## config.mk

```make
export PLATFORM = sky130hd
export DESIGN_NAME = shift_add_multiplier
export DESIGN_NICKNAME = d
export VERILOG_FILES = /design/src/hdl/mult_ctrl_pkg.sv /design/src/hdl/mult_pkg.sv /design/src/hdl/bit_sequencer.sv /design/src/hdl/mult_controller.sv /design/src/hdl/product_accumulator.sv /design/src/hdl/shift_add_multiplier.sv
export SDC_FILE = /design/constraint.sdc
export NUM_CORES = 1
export LEC_CHECK = 0
export CORE_MARGIN = 4
export CORE_UTILIZATION = 55
export CTS_CLUSTER_SIZE = 28
export DETAILED_ROUTE_END_ITERATION = 6
export DONT_BUFFER_PORTS = 1
export GPL_TIMING_DRIVEN = 0
export PLACE_DENSITY = 0.7
export SLEW_MARGIN = 10
export SYNTH_ARGS = -nofsm -noshare
export SYNTH_HDL_FRONTEND = slang
export SYNTH_SLANG_ARGS = --single-unit
```

## constraint.sdc

```tcl
create_clock -name CLK -period 2.6 [get_ports CLK]
set_input_delay 0.39 -clock CLK [delete_from_list [all_inputs] [get_ports CLK]]
set_output_delay 0.39 -clock CLK [all_outputs]
set_load 0.01 [all_outputs]
```

## src/hdl/mult_ctrl_pkg.sv

```systemverilog
package mult_ctrl_pkg;

    // Sequencer states
    typedef enum logic [1:0] {
        ST_IDLE    = 2'b00, // Waiting for operands
        ST_COMPUTE = 2'b01, // One multiplier bit per clock
        ST_DONE    = 2'b10  // Product held for the destination
    } ctrl_state_e;

endpackage

```

## src/hdl/mult_pkg.sv

```systemverilog
package mult_pkg;

    // Operand and product widths of the multiplier
    localparam int OP_WIDTH   = 8;
    localparam int PROD_WIDTH = 2 * OP_WIDTH;

    // Step counter covers OP_WIDTH steps, 0 to OP_WIDTH-1
    localparam int CNT_WIDTH  = $clog2(OP_WIDTH);

endpackage

```

## src/hdl/bit_sequencer.sv

```systemverilog
`timescale 1ns/1ps

module bit_sequencer (
    input  logic                            CLK,
    input  logic                            RST,
    input  logic                            enable_a,
    input  logic                            enable_b,
    input  logic                            count_en,
    input  logic                            clear_count,
    input  logic [mult_pkg::OP_WIDTH-1:0]   operand_a,
    input  logic [mult_pkg::OP_WIDTH-1:0]   operand_b,
    output logic                            b_val,
    output logic                            stop,
    output logic [mult_pkg::PROD_WIDTH-1:0] a_term
);

    logic [mult_pkg::PROD_WIDTH-1:0] mcand_q; // Multiplicand, moves left one bit per step
    logic [mult_pkg::OP_WIDTH-1:0]   mplier_q; // Multiplier, moves right one bit per step
    logic [mult_pkg::CNT_WIDTH-1:0]  count_q;

    always_ff @(posedge CLK)
    begin
        if (enable_a)
            mcand_q <= mult_pkg::PROD_WIDTH'(operand_a);
        else if (count_en)
            mcand_q <= mcand_q << 1;
    end

    always_ff @(posedge CLK)
    begin
        if (enable_b)
            mplier_q <= operand_b;
        else if (count_en)
            mplier_q <= mplier_q >> 1;
    end

    // Step counter
    always_ff @(posedge CLK or negedge RST)
    begin
        if (!RST)
            count_q <= '0;
        else if (clear_count)
            count_q <= '0;
        else if (count_en)
            count_q <= count_q + 1'b1;
    end

    assign b_val  = mplier_q[0];
    assign a_term = mcand_q;
    assign stop   = (count_q == mult_pkg::CNT_WIDTH'(mult_pkg::OP_WIDTH - 1)); // Last step

endmodule

```

## src/hdl/mult_controller.sv

```systemverilog
`timescale 1ns/1ps

module mult_controller (
    input  logic CLK,
    input  logic RST,
    input  logic stop,
    input  logic b_val,
    input  logic src_valid_in,   // Operands offered by the source
    input  logic dist_ready_out, // Destination takes the product
    output logic enable_a,
    output logic enable_b,
    output logic a_sel,
    output logic comp_sel,
    output logic count_en,
    output logic clear_product,
    output logic clear_count,
    output logic dist_valid_out, // Product available
    output logic src_ready_in    // Free to accept operands
);

    mult_ctrl_pkg::ctrl_state_e c_state;
    mult_ctrl_pkg::ctrl_state_e n_state;

    always_ff @(posedge CLK or negedge RST)
    begin
        if (!RST)
            c_state <= mult_ctrl_pkg::ST_IDLE;
        else
            c_state <= n_state;
    end

    // Next state
    always_comb
    begin
        n_state = c_state;
        case (c_state)
            mult_ctrl_pkg::ST_IDLE:
            begin
                if (src_valid_in)
                    n_state = mult_ctrl_pkg::ST_COMPUTE;
            end

            mult_ctrl_pkg::ST_COMPUTE:
            begin
                if (stop)
                    n_state = mult_ctrl_pkg::ST_DONE; // Last bit goes into the result
            end

            mult_ctrl_pkg::ST_DONE:
            begin
                if (dist_ready_out)
                    n_state = mult_ctrl_pkg::ST_IDLE;
            end

            default:
            begin
                n_state = mult_ctrl_pkg::ST_IDLE;
            end
        endcase
    end

    // Strobes and handshake outputs
    always_comb
    begin
        enable_a       = 1'b0;
        enable_b       = 1'b0;
        a_sel          = 1'b0;
        comp_sel       = 1'b0;
        count_en       = 1'b0;
        clear_product  = 1'b0;
        clear_count    = 1'b0;
        dist_valid_out = 1'b0;
        src_ready_in   = 1'b0;

        case (c_state)
            mult_ctrl_pkg::ST_IDLE:
            begin
                src_ready_in = 1'b1;
                if (src_valid_in)
                begin
                    // Capture operands and start from a clean partial product
                    enable_a      = 1'b1;
                    enable_b      = 1'b1;
                    clear_product = 1'b1;
                    clear_count   = 1'b1;
                end
            end

            mult_ctrl_pkg::ST_COMPUTE:
            begin
                a_sel = b_val; // Add shifted multiplicand only for set bits
                if (stop)
                    comp_sel = 1'b1;
                else
                    count_en = 1'b1;
            end

            mult_ctrl_pkg::ST_DONE:
            begin
                dist_valid_out = 1'b1;
            end

            default:
            begin
                src_ready_in = 1'b0;
            end
        endcase
    end

endmodule

```

## src/hdl/product_accumulator.sv

```systemverilog
`timescale 1ns/1ps

module product_accumulator (
    input  logic                            CLK,
    input  logic                            RST,
    input  logic                            clear_product,
    input  logic                            a_sel,
    input  logic                            comp_sel,
    input  logic [mult_pkg::PROD_WIDTH-1:0] a_term,
    output logic [mult_pkg::PROD_WIDTH-1:0] product
);

    logic [mult_pkg::PROD_WIDTH-1:0] partial_q;
    logic [mult_pkg::PROD_WIDTH-1:0] term_sel;
    logic [mult_pkg::PROD_WIDTH-1:0] sum;

    // Term is only added when the current multiplier bit is set
    assign term_sel = a_sel ? a_term : '0;
    assign sum      = partial_q + term_sel;

    always_ff @(posedge CLK)
    begin
        if (clear_product)
            partial_q <= '0;
        else if (a_sel)
            partial_q <= sum;
    end

    // Result register, written once per operation on the final step
    always_ff @(posedge CLK or negedge RST)
    begin
        if (!RST)
            product <= '0;
        else if (comp_sel)
            product <= sum; // Includes the last bit's term
    end

endmodule

```

## src/hdl/shift_add_multiplier.sv

```systemverilog
`timescale 1ns/1ps

module shift_add_multiplier (
    input  logic                            CLK,
    input  logic                            RST,
    input  logic                            src_valid_in,
    input  logic [mult_pkg::OP_WIDTH-1:0]   operand_a,
    input  logic [mult_pkg::OP_WIDTH-1:0]   operand_b,
    input  logic                            dist_ready_out,
    output logic                            src_ready_in,
    output logic                            dist_valid_out,
    output logic [mult_pkg::PROD_WIDTH-1:0] product
);

    logic                            enable_a;
    logic                            enable_b;
    logic                            count_en;
    logic                            clear_count;
    logic                            clear_product;
    logic                            a_sel;
    logic                            comp_sel;
    logic                            b_val;
    logic                            stop;
    logic [mult_pkg::PROD_WIDTH-1:0] a_term;

    bit_sequencer seq_i (
        .CLK         (CLK),
        .RST         (RST),
        .enable_a    (enable_a),
        .enable_b    (enable_b),
        .count_en    (count_en),
        .clear_count (clear_count),
        .operand_a   (operand_a),
        .operand_b   (operand_b),
        .b_val       (b_val),
        .stop        (stop),
        .a_term      (a_term)
    );

    mult_controller ctrl_i (
        .CLK            (CLK),
        .RST            (RST),
        .stop           (stop),
        .b_val          (b_val),
        .src_valid_in   (src_valid_in),
        .dist_ready_out (dist_ready_out),
        .enable_a       (enable_a),
        .enable_b       (enable_b),
        .a_sel          (a_sel),
        .comp_sel       (comp_sel),
        .count_en       (count_en),
        .clear_product  (clear_product),
        .clear_count    (clear_count),
        .dist_valid_out (dist_valid_out),
        .src_ready_in   (src_ready_in)
    );

    product_accumulator acc_i (
        .CLK           (CLK),
        .RST           (RST),
        .clear_product (clear_product),
        .a_sel         (a_sel),
        .comp_sel      (comp_sel),
        .a_term        (a_term),
        .product       (product)
    );

endmodule

```

Yosys cells after proc, flatten, opt, wreduce, memory -nomap -nowiden
Index checks and enable logic that the tools add are counted.
W data, S select, Z words.
- flip-flop bits (word level): 61
- bits of input ports: 20
- word-level logic and storage cells: 38
- add/sub/neg operators: 2
- equality and inequality tests: 6
- multiplexer cells: 20
- reductions and logical operators: 3
- operators by type and width (cell ; count):
    $mux W8 ; 4
    $add A16 B16 Y16 ; 1
    $mux W16 ; 1
    $mux W1 ; 9
    $mux W2 ; 3
    $mux W3 ; 2
    $pmux W2 S3 ; 1
    $ne A2 B2 Y1 const B ; 2
    $add A3 B1 Y3 const B ; 1
    $eq A3 B3 Y1 const B ; 1
    $reduce_and A3 Y1 ; 1
    $eq A2 B1 Y1 const B ; 1
    $eq A2 B2 Y1 const B ; 1
    $logic_not A2 Y1 ; 1
    $ne A2 B1 Y1 const B ; 1
    $reduce_bool A2 Y1 ; 1

Longest topological paths before layout
- depth in word-level cells: 5
- depth in mapped cells: 13

By module
A second synthesis with hierarchy kept.
- cells, all modules: 335
- area total of the unflattened synthesis: 3467.1 um^2
- modules (own cells, without submodules) (module ; times used ; cells an instance ; area each (um^2)):
    product_accumulator ; 1 ; 244 ; 2178.3
    bit_sequencer ; 1 ; 74 ; 1138.6
    mult_controller ; 1 ; 17 ; 150.1

Least setup slack after synthesis
Ideal clock, no wire load.
- path kind: register -> register
- start point: reg ctrl_i.c_state[1]
- end point: reg acc_i.partial_q[15] (netlist bit)
- arrival time: 2.694 ns
- required time: 2.528 ns
- path slack: -0.165 ns
- stages on the path, launching flop included: 13
- buffers on the path: 2
- clock period less this slack: 2.765 ns
- path through: dfrtp_1 nor2b_1 clkbuf_1 clkbuf_1 and3_1 ha_1 inv_1 o21bai_1 a221oi_2 o31ai_2 a2111o_1 nand3_2 mux2i_1
- longest elaborated chain between the ends: 4
- elaborated cells between the ends (all ways): 6
- classes of those cells: add/sub (1); eq/ne (1); mux (3); reduce/logical (1)
- ends and longest elaborated chain (element ; RTL line ; source):
    start, declared ; mult_controller.sv:21 ; mult_ctrl_pkg::ctrl_state_e c_state;
    start signal, assigned ; mult_controller.sv:27 ; c_state <= mult_ctrl_pkg::ST_IDLE;
    start signal, assigned ; mult_controller.sv:29 ; c_state <= n_state;
    $eq A2 B1 Y1 ; mult_controller.sv:75 ; case (c_state)
    $mux W1 ; mult_controller.sv:75 ;
    $mux W16 ; product_accumulator.sv:18 ; assign term_sel = a_sel ? a_term : '0;
    $add A16 B16 Y16 ; product_accumulator.sv:19 ; assign sum = partial_q + term_sel;
    end signal, assigned ; product_accumulator.sv:26 ; partial_q <= sum;
    end, declared ; product_accumulator.sv:13 ; logic [mult_pkg::PROD_WIDTH-1:0] partial_q;
Parallel ways exist; a longest one is shown, timed or not.
A chain may end at the register's enable or synchronous reset.

Final worst setup path
- start point: reg ctrl_i.c_state[1]
- end point: reg acc_i.partial_q[9] (netlist bit)
Same word-level chain as after synthesis.

==> run metrics <==
clock skew about 0.0075 ns; fraction of layout cells with a size suffix above 1 27.95%; max-slew violation count 0; P_leak 1.645 nW; Die H 84.11 um; total CTS buffers 9; CTS tree yes; Synth Register Bits between 60 and 70; DP Area 3301 sq um; largest net degree at the start of global routing 22; number of DRC markers in iteration 0 about 170; first-pass GRT wire length 11830 um; fraction of registers with async set/reset 34.43%; First-pass DRT Iterations 4; register area share after synthesis a little under half; fillcell total 402; Post-synth top flop dfxtp_1; final non-filler cell total 419; post-synthesis cell area 3186 sq um; vias roughly 2400; clock buffer depth 2; num rows 27; Worst Tran Pin Value 0.5685 ns; WL/cell ~17 um; GRT met2 Usage 35.01%; DP Cell Count 384; Clock Tree Root clkbuf_8; drt via density 5.726; FF-to-FF setup slack 0.07 ns; PD cells 1341 nW/um^2; Rel. slew slack 62.06%; number of synthesized flops with an enable pin 16; GR Util All Layers 21.49%; Mapped Nets 350; critical path class reg2reg; gpl congestion between 0.8 and 0.9; vias in the first global route between 2000 and 2500; antenna-violating nets left 0; final period utilization about 97%; core area 5574 sq um; Starting Density a little under three fifths; status complete, no violations; initial antenna violation count 0; synthesized instance count about 310; Critical Path AT 2.82 ns; Antenna Cells 0; grt met1 use 25.92%; Reg clk slew, reported paths 0.07 ns; I/O pin total 38; cell area after layout 3910 sq um; post-synth cell types 50; synth-to-layout area growth 22.74%; crit-path max FO 6; crit end category flip-flop; GRT overflow 0; # nets final 380; post-route minimum period 2.528 ns; Setup violations, final 0; Critical Path RT 2.89 ns; hold crit path type in2async; Ys Warns 0; max cap viols 0; H-tree Lvls 3; FMAX 395.6 MHz; die area about 7100 sq um; syn_area_per_cell about 10 sq um; count of final hold-check violations 0; clock sink total 61; DRC viols 0; DIE WIDTH 84.11 um; RSZ-0062 raised after global routing yes; Routed WL 7181 um; met3 Resource Use GR 7.009%; CP Launch Type flip-flop; Worst-Skew Late Latency approximately 0.36 ns; GRT busiest layer met2; post-DP HPWL slightly below 5000 um; I/O Buffers 0; worst vdd ir 804.9 uV
-- what timing repair did --
action	CTS	global route
endpoints found under the hold margin	21	0
hold buffers	1	0
resized for setup	43	12
setup buffers	11	8
pin swaps	20	16
setup endpoints to repair	20	17
-- critical path: stages, from the launching register on --
cell      delay [ns]
dfrtp_1         0.40
nor2b_4         0.20
buf_4           0.14
and3_4          0.21
ha_4            0.20
a21o_4          0.21
a221oi_4        0.35
o21ba_4         0.21
o21bai_4        0.08
or3_1           0.38
nand3_1         0.08
-- sequential cells by signal, indices dropped and copies added (netlist names) --
| name | count |
|---|---|
| ctrl_i.c_state | 2 |
| acc_i.partial_q | 16 |
| acc_i.product | 16 |
| seq_i.count_q | 3 |
| seq_i.mplier_q | 8 |
| seq_i.a_term | 16 |
-- per-stage QoR --
step / util (%) / total power, mW / setup TNS (ns) / worst slack, ns / hold slack, ns
after floorplan: - / 3.339 / -0.02227 / -0.02227 / 0.09441
after global placement: 59.21 / 3.742 / -3.083 / -0.3105 / 0.09502
after detailed placement: 59.21 / 3.810 / -3.599 / -0.3487 / 0.09494
after CTS: 68.75 / 5.125 / -0.1158 / -0.03963 / 0.1433
after global routing: 70.15 / 5.616 / -0.2707 / -0.05661 / 0.05939
final: 70.15 / 5.242 / 0 / 0.07208 / 0.003776
-- cell usage in the layout, fill, tap and decap left out, types with 7 or more instances in the layout --
master,count
and3_1,11
dfrtp_1,21
a21oi_1,13
and3_4,7
o21ai_0,14
dfxtp_1,24
a22o_1,11
clkbuf_8,9
ha_1,9
nor2_1,15
xnor2_1,7
buf_4,19
clkbuf_1,8
nand2_1,34
o21ai_1,10
ha_4,7
edfxtp_1,16
mux2_2,18
-- per-layer routing --
layer / share of wire, % / wire [um]
met5: 0 / 0
met4: 2.7 / 196
met3: 6.8 / 488
met2: 48 / 3433
met1: 43 / 3062
-- synth_stat cells, types with 2 or more instances --
library cell | count | area, sq um
a211oi_1 | 2 | 15.01
a21o_1 | 6 | 45.04
a21oi_1 | 18 | 90.09
a22o_1 | 11 | 96.34
a31oi_1 | 2 | 12.51
and2_1 | 3 | 18.77
and3_1 | 18 | 112.6
buf_6 | 3 | 33.78
clkbuf_1 | 11 | 41.29
dfrtp_1 | 21 | 525.5
dfxtp_1 | 24 | 480.5
edfxtp_1 | 16 | 480.5
ha_1 | 17 | 212.7
inv_1 | 7 | 26.28
mux2_2 | 18 | 202.7
nand2_1 | 34 | 127.6
nand2b_1 | 2 | 12.51
nand3_1 | 6 | 30.03
nor2_1 | 16 | 60.06
nor2b_1 | 7 | 43.79
nor3b_1 | 2 | 15.01
o21ai_0 | 20 | 100.1
o21ai_1 | 4 | 20.02
o21bai_1 | 5 | 37.54
o31ai_1 | 2 | 15.01
or3_1 | 2 | 12.51
xnor2_1 | 8 | 70.07
xor2_1 | 5 | 43.79
-- logic make-up after synthesis --
group | count (synthesis) | synth area share, %
xor+xnor | 13 | 3.574
mux | 19 | 6.677
buf+inv | 23 | 3.574
fa+ha+maj | 18 | 7.305
compound gates | 81 | 16.93
flops | 61 | 46.66
simple gates | 97 | 15.28
-- where the power goes --
part           internal (mW)  switching [mW]  total [mW]  leakage (nW)
Sequential              1.49           0.322        1.81         0.635
Combinational           1.19            1.35        2.54         0.907
Clock                  0.524           0.371       0.896         0.103
-- area by class of cell --
class	instances	area (sq um)	area share (%)
clock buffer	9	123.9	3.168
multi-input combinational	228	1853	47.39
tap	72	90.09	2.304
timing repair buffer	20	147.6	3.776
buffer	15	100.1	2.560
inverter	7	28.78	0.7360
sequential	61	1486	38.02
clock inverter	7	80.08	2.048
-- worst paths after layout --
check	start	endpoint	cells past startpoint
max	ctrl_i.c_state[1]	acc_i.partial_q[9]	10
min	RST	acc_i.product[15]	1
max reg2reg	ctrl_i.c_state[1]	acc_i.partial_q[9]	10
max in group asynchronous	RST	ctrl_i.c_state[0]	1
min in group CLK	dist_ready_out	ctrl_i.c_state[1]	1
min reg2reg	acc_i.partial_q[12]	acc_i.partial_q[12]	2
Power figures use the tool's default switching activity.
